`config.mk`:
```
export PLATFORM = sky130hd
export DESIGN_NAME = apb_xbar
export DESIGN_NICKNAME = d
export VERILOG_FILES = /design/src/common/apb_xbar_pkg.sv /design/src/source/apb_cmd_capture.sv /design/src/source/apb_rr_arbiter.sv /design/src/source/apb_target_port.sv /design/src/source/apb_xbar.sv
export SDC_FILE = /design/constraint.sdc
export NUM_CORES = 1
export LEC_CHECK = 0
export BUFFER_PORTS_ARGS = -buffer_cell sky130_fd_sc_hd__buf_2
export CAP_MARGIN = 20
export CORE_AREA = 10 10 247 249
export CTS_BUF_LIST = sky130_fd_sc_hd__clkbuf_4
export CTS_CLUSTER_SIZE = 30
export DETAILED_ROUTE_END_ITERATION = 6
export DIE_AREA = 0 0 257 259
export PLACE_DENSITY = 0.74
export SYNTH_ARGS = -nofsm -noshare
export SYNTH_HDL_FRONTEND = slang
export SYNTH_SLANG_ARGS = --single-unit
```
`constraint.sdc`:
```
create_clock -name aclk -period 4.71 [get_ports aclk]
set_input_delay 0.942 -clock aclk [delete_from_list [all_inputs] [get_ports aclk]]
set_output_delay 0.942 -clock aclk [all_outputs]
set_load 0.1 [all_outputs]
```
`src/common/apb_xbar_pkg.sv`:
```
`default_nettype none

package apb_xbar_pkg;

    //////////////////////////////////////////////////////////////////////
    // crossbar sizes

    localparam int num_masters = 2;
    localparam int num_slaves  = 4;
    localparam int mid_width   = 1;     // master index
    localparam int sid_width   = 2;     // slave index

    //////////////////////////////////////////////////////////////////////
    // apb field widths

    localparam int addr_width = 32;
    localparam int data_width = 32;
    localparam int strb_width = data_width / 8;
    localparam int prot_width = 3;

    // region map: one 4 KB window per slave at the bottom of the space,
    // region numbers at or above num_slaves are decode misses
    localparam int offset_width = 12;
    localparam int region_width = addr_width - offset_width;

    //////////////////////////////////////////////////////////////////////
    // fsm encodings

    localparam int state_width = 2;

    // command capture
    localparam logic [state_width-1:0] cap_idle    = 2'd0;
    localparam logic [state_width-1:0] cap_pending = 2'd1;
    localparam logic [state_width-1:0] cap_respond = 2'd2;

    // target port
    localparam logic [state_width-1:0] tp_idle   = 2'd0;
    localparam logic [state_width-1:0] tp_setup  = 2'd1;
    localparam logic [state_width-1:0] tp_access = 2'd2;

    // address word, read raw or as region + offset
    typedef union packed {
        logic [addr_width-1:0] raw;
        struct packed {
            logic [region_width-1:0] region;
            logic [offset_width-1:0] offset;
        } map;
    } apb_addr_u;

endpackage

`default_nettype wire

```
`src/source/apb_cmd_capture.sv`:
```
`timescale 1ns/10ps
`default_nettype none

module apb_cmd_capture (
    input  logic                                aclk,
    input  logic                                aresetn,
    // apb completer side
    input  logic                                i_psel,
    input  logic                                i_penable,
    input  logic                                i_pwrite,
    input  logic [apb_xbar_pkg::prot_width-1:0] i_pprot,
    input  logic [apb_xbar_pkg::addr_width-1:0] i_paddr,
    input  logic [apb_xbar_pkg::data_width-1:0] i_pwdata,
    input  logic [apb_xbar_pkg::strb_width-1:0] i_pstrb,
    output logic                                o_pready,
    output logic [apb_xbar_pkg::data_width-1:0] o_prdata,
    output logic                                o_pslverr,
    // fabric side
    output logic [apb_xbar_pkg::num_slaves-1:0] o_req,
    output logic                                o_pwrite,
    output logic [apb_xbar_pkg::prot_width-1:0] o_pprot,
    output apb_xbar_pkg::apb_addr_u             o_addr,
    output logic [apb_xbar_pkg::data_width-1:0] o_wdata,
    output logic [apb_xbar_pkg::strb_width-1:0] o_strb,
    input  logic                                i_done,
    input  logic [apb_xbar_pkg::data_width-1:0] i_rdata,
    input  logic                                i_slverr
);

    import apb_xbar_pkg::*;

    logic [state_width-1:0] r_state;
    apb_addr_u              in_addr;
    logic                   access_seen;
    logic                   region_hit;
    logic [num_slaves-1:0]  hit_onehot;

    assign in_addr.raw = i_paddr;
    assign access_seen = i_psel && i_penable && (r_state == cap_idle);
    assign region_hit  = (in_addr.map.region < region_width'(num_slaves));
    assign hit_onehot  = num_slaves'(1) << in_addr.map.region[sid_width-1:0];

    always_ff @(posedge aclk or negedge aresetn) begin
        if (!aresetn) begin
            r_state <= cap_idle;
            o_req   <= '0;
        end else begin
            case (r_state)
                cap_idle: begin
                    if (access_seen && region_hit) begin
                        r_state <= cap_pending;
                        o_req   <= hit_onehot;
                    end else if (access_seen) begin
                        r_state <= cap_respond;     // miss answered locally
                    end
                end
                cap_pending: begin
                    if (i_done) begin
                        r_state <= cap_respond;
                        o_req   <= '0;
                    end
                end
                default: r_state <= cap_idle;       // respond lasts one cycle
            endcase
        end
    end

    // transfer fields and response
    always_ff @(posedge aclk) begin
        if (access_seen) begin
            o_pwrite <= i_pwrite;
            o_pprot  <= i_pprot;
            o_addr   <= in_addr;
            o_wdata  <= i_pwdata;
            o_strb   <= i_pstrb;
        end
        if (access_seen && !region_hit) begin
            o_prdata  <= '0;
            o_pslverr <= 1'b1;
        end else if ((r_state == cap_pending) && i_done) begin
            o_prdata  <= i_rdata;
            o_pslverr <= i_slverr;
        end
    end

    assign o_pready = (r_state == cap_respond);

    // one slave requested while pending, none in idle or while answering
    assert property (@(posedge aclk) disable iff (!aresetn)
        (r_state == cap_pending) ? $onehot(o_req) : (o_req == '0));

endmodule

`default_nettype wire

```
`src/source/apb_rr_arbiter.sv`:
```
`timescale 1ns/10ps
`default_nettype none

module apb_rr_arbiter (
    input  logic                                 aclk,
    input  logic                                 aresetn,
    input  logic [apb_xbar_pkg::num_masters-1:0] i_req,
    input  logic                                 i_done,
    output logic                                 o_gnt_valid,
    output logic [apb_xbar_pkg::mid_width-1:0]   o_gnt_id
);

    import apb_xbar_pkg::*;

    logic [mid_width-1:0] r_ptr;    // first master to look at
    logic                 pick_valid;
    logic [mid_width-1:0] pick_id;

    // scan from the far end so the nearest requester at or after r_ptr wins
    always_comb begin
        pick_valid = 1'b0;
        pick_id    = r_ptr;
        for (int k = num_masters - 1; k >= 0; k--) begin
            if (i_req[(int'(r_ptr) + k) % num_masters]) begin
                pick_valid = 1'b1;
                pick_id    = mid_width'((int'(r_ptr) + k) % num_masters);
            end
        end
    end

    //////////////////////////////////////////////////////////////////////
    // held grant

    always_ff @(posedge aclk or negedge aresetn) begin
        if (!aresetn) begin
            o_gnt_valid <= 1'b0;
            o_gnt_id    <= '0;
            r_ptr       <= '0;
        end else if (!o_gnt_valid) begin
            if (pick_valid) begin
                o_gnt_valid <= 1'b1;
                o_gnt_id    <= pick_id;
            end
        end else if (i_done) begin
            o_gnt_valid <= 1'b0;
            r_ptr       <= mid_width'((int'(o_gnt_id) + 1) % num_masters); // past winner
        end
    end

    // the target port only finishes a transfer that was granted
    assert property (@(posedge aclk) disable iff (!aresetn) i_done |-> o_gnt_valid);

endmodule

`default_nettype wire

```
`src/source/apb_target_port.sv`:
```
`timescale 1ns/10ps
`default_nettype none

module apb_target_port (
    input  logic                                aclk,
    input  logic                                aresetn,
    // granted command
    input  logic                                i_gnt_valid,
    input  logic                                i_pwrite,
    input  logic [apb_xbar_pkg::prot_width-1:0] i_pprot,
    input  apb_xbar_pkg::apb_addr_u             i_addr,
    input  logic [apb_xbar_pkg::data_width-1:0] i_wdata,
    input  logic [apb_xbar_pkg::strb_width-1:0] i_strb,
    // apb requester side
    output logic                                o_psel,
    output logic                                o_penable,
    output logic                                o_pwrite,
    output logic [apb_xbar_pkg::prot_width-1:0] o_pprot,
    output logic [apb_xbar_pkg::addr_width-1:0] o_paddr,
    output logic [apb_xbar_pkg::data_width-1:0] o_pwdata,
    output logic [apb_xbar_pkg::strb_width-1:0] o_pstrb,
    input  logic                                i_pready,
    input  logic [apb_xbar_pkg::data_width-1:0] i_prdata,
    input  logic                                i_pslverr,
    // completion
    output logic                                o_done,
    output logic [apb_xbar_pkg::data_width-1:0] o_rdata,
    output logic                                o_slverr
);

    import apb_xbar_pkg::*;

    logic [state_width-1:0] r_state;
    logic                   start;

    assign start = i_gnt_valid && (r_state == tp_idle);

    always_ff @(posedge aclk or negedge aresetn) begin
        if (!aresetn) begin
            r_state <= tp_idle;
        end else begin
            case (r_state)
                tp_idle: begin
                    if (start) begin
                        r_state <= tp_setup;
                    end
                end
                tp_setup:  r_state <= tp_access;
                tp_access: begin
                    if (i_pready) begin
                        r_state <= tp_idle;
                    end
                end
                default:   r_state <= tp_idle;
            endcase
        end
    end

    // fields latched once per transfer, held through setup and access
    always_ff @(posedge aclk) begin
        if (start) begin
            o_pwrite <= i_pwrite;
            o_pprot  <= i_pprot;
            o_paddr  <= i_addr.raw;
            o_pwdata <= i_wdata;
            o_pstrb  <= i_strb;
        end
    end

    assign o_psel    = (r_state == tp_setup) || (r_state == tp_access);
    assign o_penable = (r_state == tp_access);

    assign o_done   = o_penable && i_pready;  // same cycle pready is sampled
    assign o_rdata  = i_prdata;
    assign o_slverr = i_pslverr;

    // access only inside a selected transfer that still holds its grant
    assert property (@(posedge aclk) disable iff (!aresetn)
        o_penable |-> (o_psel && i_gnt_valid));

    assert property (@(posedge aclk) disable iff (!aresetn)
        o_penable |-> ($stable(o_paddr) && $stable(o_pwrite) && $stable(o_pwdata)
                       && $stable(o_pstrb) && $stable(o_pprot)));

endmodule

`default_nettype wire

```
`src/source/apb_xbar.sv`:
```
`timescale 1ns/10ps
`default_nettype none

module apb_xbar (
    input  logic                                                        aclk,
    input  logic                                                        aresetn,
    // master ports
    input  logic [apb_xbar_pkg::num_masters-1:0]                        i_m_psel,
    input  logic [apb_xbar_pkg::num_masters-1:0]                        i_m_penable,
    input  logic [apb_xbar_pkg::num_masters-1:0]                        i_m_pwrite,
    input  logic [apb_xbar_pkg::num_masters-1:0][apb_xbar_pkg::prot_width-1:0] i_m_pprot,
    input  logic [apb_xbar_pkg::num_masters-1:0][apb_xbar_pkg::addr_width-1:0] i_m_paddr,
    input  logic [apb_xbar_pkg::num_masters-1:0][apb_xbar_pkg::data_width-1:0] i_m_pwdata,
    input  logic [apb_xbar_pkg::num_masters-1:0][apb_xbar_pkg::strb_width-1:0] i_m_pstrb,
    output logic [apb_xbar_pkg::num_masters-1:0]                        o_m_pready,
    output logic [apb_xbar_pkg::num_masters-1:0][apb_xbar_pkg::data_width-1:0] o_m_prdata,
    output logic [apb_xbar_pkg::num_masters-1:0]                        o_m_pslverr,
    // slave ports
    output logic [apb_xbar_pkg::num_slaves-1:0]                         o_s_psel,
    output logic [apb_xbar_pkg::num_slaves-1:0]                         o_s_penable,
    output logic [apb_xbar_pkg::num_slaves-1:0]                         o_s_pwrite,
    output logic [apb_xbar_pkg::num_slaves-1:0][apb_xbar_pkg::prot_width-1:0]  o_s_pprot,
    output logic [apb_xbar_pkg::num_slaves-1:0][apb_xbar_pkg::addr_width-1:0]  o_s_paddr,
    output logic [apb_xbar_pkg::num_slaves-1:0][apb_xbar_pkg::data_width-1:0]  o_s_pwdata,
    output logic [apb_xbar_pkg::num_slaves-1:0][apb_xbar_pkg::strb_width-1:0]  o_s_pstrb,
    input  logic [apb_xbar_pkg::num_slaves-1:0]                         i_s_pready,
    input  logic [apb_xbar_pkg::num_slaves-1:0][apb_xbar_pkg::data_width-1:0]  i_s_prdata,
    input  logic [apb_xbar_pkg::num_slaves-1:0]                         i_s_pslverr
);

    import apb_xbar_pkg::*;

    // fabric side of each master
    logic      [num_masters-1:0][num_slaves-1:0] m_req;
    logic      [num_masters-1:0]                 m_pwrite;
    logic      [num_masters-1:0][prot_width-1:0] m_pprot;
    apb_addr_u [num_masters-1:0]                 m_addr;
    logic      [num_masters-1:0][data_width-1:0] m_wdata;
    logic      [num_masters-1:0][strb_width-1:0] m_strb;
    logic      [num_masters-1:0]                 m_done;
    logic      [num_masters-1:0][data_width-1:0] m_rdata;
    logic      [num_masters-1:0]                 m_slverr;

    // per slave: requests, grant, muxed command, completion
    logic      [num_slaves-1:0][num_masters-1:0] s_req;
    logic      [num_slaves-1:0]                  s_gnt_valid;
    logic      [num_slaves-1:0][mid_width-1:0]   s_gnt_id;
    logic      [num_slaves-1:0]                  s_pwrite;
    logic      [num_slaves-1:0][prot_width-1:0]  s_pprot;
    apb_addr_u [num_slaves-1:0]                  s_addr;
    logic      [num_slaves-1:0][data_width-1:0]  s_wdata;
    logic      [num_slaves-1:0][strb_width-1:0]  s_strb;
    logic      [num_slaves-1:0]                  s_done;
    logic      [num_slaves-1:0][data_width-1:0]  s_rdata;
    logic      [num_slaves-1:0]                  s_slverr;

    //////////////////////////////////////////////////////////////////////
    // master side

    for (genvar gm = 0; gm < num_masters; gm++) begin : gen_master
        apb_cmd_capture u_capture (
            .aclk      (aclk),
            .aresetn   (aresetn),
            .i_psel    (i_m_psel[gm]),
            .i_penable (i_m_penable[gm]),
            .i_pwrite  (i_m_pwrite[gm]),
            .i_pprot   (i_m_pprot[gm]),
            .i_paddr   (i_m_paddr[gm]),
            .i_pwdata  (i_m_pwdata[gm]),
            .i_pstrb   (i_m_pstrb[gm]),
            .o_pready  (o_m_pready[gm]),
            .o_prdata  (o_m_prdata[gm]),
            .o_pslverr (o_m_pslverr[gm]),
            .o_req     (m_req[gm]),
            .o_pwrite  (m_pwrite[gm]),
            .o_pprot   (m_pprot[gm]),
            .o_addr    (m_addr[gm]),
            .o_wdata   (m_wdata[gm]),
            .o_strb    (m_strb[gm]),
            .i_done    (m_done[gm]),
            .i_rdata   (m_rdata[gm]),
            .i_slverr  (m_slverr[gm])
        );

        // master-major to slave-major
        for (genvar gs = 0; gs < num_slaves; gs++) begin : gen_swap
            assign s_req[gs][gm] = m_req[gm][gs];
        end
    end

    //////////////////////////////////////////////////////////////////////
    // slave side

    for (genvar gs = 0; gs < num_slaves; gs++) begin : gen_slave
        apb_rr_arbiter u_arbiter (
            .aclk        (aclk),
            .aresetn     (aresetn),
            .i_req       (s_req[gs]),
            .i_done      (s_done[gs]),
            .o_gnt_valid (s_gnt_valid[gs]),
            .o_gnt_id    (s_gnt_id[gs])
        );

        // command from the granted master
        assign s_pwrite[gs] = m_pwrite[s_gnt_id[gs]];
        assign s_pprot[gs]  = m_pprot[s_gnt_id[gs]];
        assign s_addr[gs]   = m_addr[s_gnt_id[gs]];
        assign s_wdata[gs]  = m_wdata[s_gnt_id[gs]];
        assign s_strb[gs]   = m_strb[s_gnt_id[gs]];

        apb_target_port u_target (
            .aclk        (aclk),
            .aresetn     (aresetn),
            .i_gnt_valid (s_gnt_valid[gs]),
            .i_pwrite    (s_pwrite[gs]),
            .i_pprot     (s_pprot[gs]),
            .i_addr      (s_addr[gs]),
            .i_wdata     (s_wdata[gs]),
            .i_strb      (s_strb[gs]),
            .o_psel      (o_s_psel[gs]),
            .o_penable   (o_s_penable[gs]),
            .o_pwrite    (o_s_pwrite[gs]),
            .o_pprot     (o_s_pprot[gs]),
            .o_paddr     (o_s_paddr[gs]),
            .o_pwdata    (o_s_pwdata[gs]),
            .o_pstrb     (o_s_pstrb[gs]),
            .i_pready    (i_s_pready[gs]),
            .i_prdata    (i_s_prdata[gs]),
            .i_pslverr   (i_s_pslverr[gs]),
            .o_done      (s_done[gs]),
            .o_rdata     (s_rdata[gs]),
            .o_slverr    (s_slverr[gs])
        );
    end

    // completion back to whichever master holds the grant;
    // a master has one transfer open, so at most one slave answers it
    always_comb begin
        m_done   = '0;
        m_rdata  = '0;
        m_slverr = '0;
        for (int s = 0; s < num_slaves; s++) begin
            if (s_gnt_valid[s] && s_done[s]) begin
                m_done[s_gnt_id[s]]   = 1'b1;
                m_rdata[s_gnt_id[s]]  = s_rdata[s];
                m_slverr[s_gnt_id[s]] = s_slverr[s];
            end
        end
    end

endmodule

`default_nettype wire
```
==> impl_metrics.csv <==
group,metric,value,unit
global_routing,grt_usage,0.251,
die,start_util,0.402,
critical_path,crit_family,"buffers and inverters",
power,powerDensity,362,nW/um^2
clock_tree,cts_buffers,143,
place,gp_congestion,0.946,
hold_path,whs_endpoint,"gen_master[1].u_capture.o_addr[1]",
critical_path,r2r_start,"gen_slave[0].u_arbiter.o_gnt_id",
die,die_h,259,um
synthesis,synth-simple-area-share,0.0703,
synthesis,synth.area.top_cells,"edfxtp_1 58%, mux2_2 15%, dfxtp_1 5.9%",
timing,worst_pin_slew,1.06,ns
outcome,status,"complete, no violations",
route,wl_per_cell,28.0,um
die,io_pins,650,
die,die_area,66600,sq um
timing,maxSlewHeadroom,0.292,
route,drt_pass1_iterations,6,
route,vias,17300,
global_routing,antenna_found_initial,20,
critical_path,crit_slowest_cell,"buf_2",
final_layout,n_fill_cell,4859,
global_routing,grt_pass1_vias,17700,
timing,hold_viol_final,0,
final_layout,multiInputGateArea,6780,sq um
synthesis,yosys.area.top_type_share,0.577,
critical_path,critPathLaunchType,"flip-flop",
synthesis,synth_top_area_cell,"edfxtp_1",
clock_tree,cts_root_buffer,"clkbuf_4",
synthesis,synth_fa_ha_area_frac,0.00890,
synthesis,yosysSeqAreaShare,0.671,
clock_tree,clk-insertion-delay-late,0.94,ns
hold_path,hold_path.class,"in -> reg",
critical_path,reg2regPathDepth,6,
die,die-width,257,um
hold_path,holdPathStages,1,
synthesis,synthXorXnorAreaFrac,0,
final_layout,nNetsFinal,2560,
synthesis,synth_compound_area_frac,0.0707,
route,drt_iter0_drc,1430,
clock_tree,path_clk_slew,0.07,ns
route,vias_per_cell,5.56,
place,numPortBuffers,649,
synthesis,synth_area,22500,sq um
timing,setup_violations,0,
critical_path,critical_path_class,"reg -> out",
route,routed_wl,87000,um
synthesis,syn_nets,1859,
timing,fin_crit_sh,0.684,
timing,setup_tns,0,ns
critical_path,critical-path-max-stage-delay,0.52,ns
global_routing,grt-ovfl-total,0,
final_layout,syn2layout_area_growth,25.5,%
timing,fin_crit,3.22,ns
place,post-dp-hpwl,61700,um
hold_path,worstHoldStart,"i_m_paddr[33]",
critical_path,path_max_fanout,7,
synthesis,synth_mux_area_frac,0.151,
clock_tree,clk_path_buf_depth,3,
global_routing,grt_max_degree,66,
synthesis,netlist_instances,1557,
clock_tree,cts_tree,"built",
critical_path,crit_chain,"inv_1 > ha_1 > buf_2",
flow_run,maxCapViolations,0,
critical_path,cp_num_buf_inv,2,
timing,fin_hold_ws,0.171,ns
synthesis,yosysWarnings,0,
global_routing,grt_pass1_wl,124000,um
critical_path,end_kind,"output port",
synthesis,synth_top_family_by_area,"multiplexers",
synthesis,synth_edf_count,432,
critical_path,r2r_slack,1.61,ns
critical_path,cp_data_required_time,3.77,ns
timing,fin_worst_skew,0.0574,ns
die,rows,87,
synthesis,synth.distinct_cells,44,
power,p_leak,10.8,nW
timing,rsz0062_at_grt,"no",
clock_tree,h-tree-depth,4,
synthesis,synth_commonest_cells,"432 x edfxtp_1, 296 x mux2_2, 115 x nand2_1",
synthesis,async_reset_ff_frac,0.0604,
critical_path,worst_ep_arrival_time,2.28,ns
final_layout,layout-drive-gt1-share,0.518,
timing,fmax,0.310,GHz
route,remaining_drc_errors,0,
critical_path,r2r_end,"gen_master[0].u_capture.o_req[2]",
synthesis,synth_ff_type,"edfxtp_1",
clock_tree,clock-sinks,530,
synthesis,avgSynthCellArea,14.5,sq um
die,coreArea,56000,sq um
synthesis,synth.most_common_cell,"edfxtp_1",
synthesis,ys_seq_elements,530,
final_layout,seqCellArea,15100,sq um
power,ir_drop,0.250,mV
route,ant_nets,0,
timing,drv_slew,0,
==> worst register-to-register path, stage by stage (launching register included) <==
cell and delay [ns]:
dfrtp_4 0.79, and4b_1 0.55, or4_4 0.64, and2_1 0.18, buf_4 0.27, a21o_4 0.28
mux2_4 0.30
==> timing repair <==
action / in CTS / in global routing
gates resized for setup: 0 / 0
buffers inserted: 0 / 0
setup endpoints to repair: 0 / 0
hold buffers: 1 / 0
hold endpoints to repair: 23 / 0
==> how the worst max path moves through the flow <==
stage,start,endpoint,slack [ns],cells after the start
after floorplan,i_m_psel[1],gen_master[1].u_capture.o_prdata[0],1.02,7
after global placement,i_s_pready[0],gen_master[0].u_capture.o_req[3],1.48,7
after detailed placement,i_s_pready[0],gen_master[0].u_capture.o_req[2],1.43,7
after CTS,gen_slave[3].u_target.r_state[0],o_s_psel[3],1.33,3
after global routing,gen_slave[1].u_target.r_state[0],o_s_penable[1],1.34,3
final,gen_slave[3].u_target.r_state[0],o_s_penable[3],1.49,3
==> layout by cell type, fill, tap and decap left out, drive strengths merged, types with 4 or more instances in the layout <==
cell and n:
buf 682, edfxtp 432, a311oi 32, nand3 64, clkinv 23, dfrtp 32
and4 5, and2 7, dfxtp 66, nand2 115, nand4 35, nor2b 5
a31oi 4, a211oi 19, nor2 56, and4b 4, nor3 21, o211ai 45
diode 6, clkbuf 203, nor4 5, inv 23, mux2 300, ha 16
o31a 5, o311ai 19, or4 6, a21oi 73, o21ai 23, o41ai 4
a22o 4
==> layout make-up <==
class | instances | area share
diodes | 6 | 0.000532
inverters | 20 | 0.00279
flip-flops and latches | 530 | 0.535
clock buffers | 203 | 0.0540
repair buffers | 683 | 0.125
well taps | 756 | 0.0335
multi-input cells | 880 | 0.240
clock inverters | 31 | 0.00882
==> flip-flops by register name, summed over array words and instances (netlist names), 4 cells and up <==
signal	cells
gen_master.u_capture.o_req	8
gen_slave.u_target.o_paddr	128
gen_master.u_capture.o_pprot	6
gen_slave.u_target.o_pstrb	16
gen_master.u_capture.o_prdata	64
gen_master.u_capture.o_strb	8
gen_slave.u_target.o_pprot	12
gen_slave.u_arbiter.o_gnt_valid	4
gen_slave.u_target.r_state	8
gen_master.u_capture.o_addr	64
gen_slave.u_arbiter.r_ptr	4
gen_slave.u_arbiter.o_gnt_id	4
gen_master.u_capture.o_wdata	64
gen_slave.u_target.o_pwrite	4
gen_master.u_capture.r_state	4
gen_slave.u_target.o_pwdata	128
==> metrics by stage <==
stage | cells | total power [W] | worst slack (ns) | utilization | cell area, sq um
finish | 3109 | 0.0102 | 1.49 | 0.505 | 28200
detailed placement | 2868 | 0.00624 | 1.43 | 0.473 | 26400
CTS | 3103 | 0.0103 | 1.33 | 0.504 | 28200
global route | 3106 | 0.0106 | 1.34 | 0.505 | 28200
global placement | 2868 | 0.00621 | 1.48 | 0.473 | 26400
floorplan | 1557 | 0.00592 | 1.02 | - | 22500
==> power by group <==
group / switching [W] / total, W / internal [W]
Combinational: 0.000708 / 0.000975 / 0.000268
Sequential: 0.0000588 / 0.00516 / 0.00511
Clock: 0.00193 / 0.00408 / 0.00215
Total: 0.00270 / 0.0102 / 0.00752
==> metal layers <==
layer  GRT usage  routed length [um]  vias to the layer above
li1            -                   -                     7480
met1       0.289               32100                     8512
met2       0.427               43200                     1135
met3      0.0868                9070                      149
met4      0.0929                2490                       22
met5           0                 121                        -
==> kinds of logic (layout without fill, tap and decap cells) <==
logic type / after synthesis / count (layout)
compound gates: 233 / 233
mux: 300 / 300
simple gates: 331 / 331
flops: 530 / 530
buf+inv: 147 / 937
other cells: 0 / 6
fa+ha+maj: 16 / 16
(Power assumes the default switching activity.)
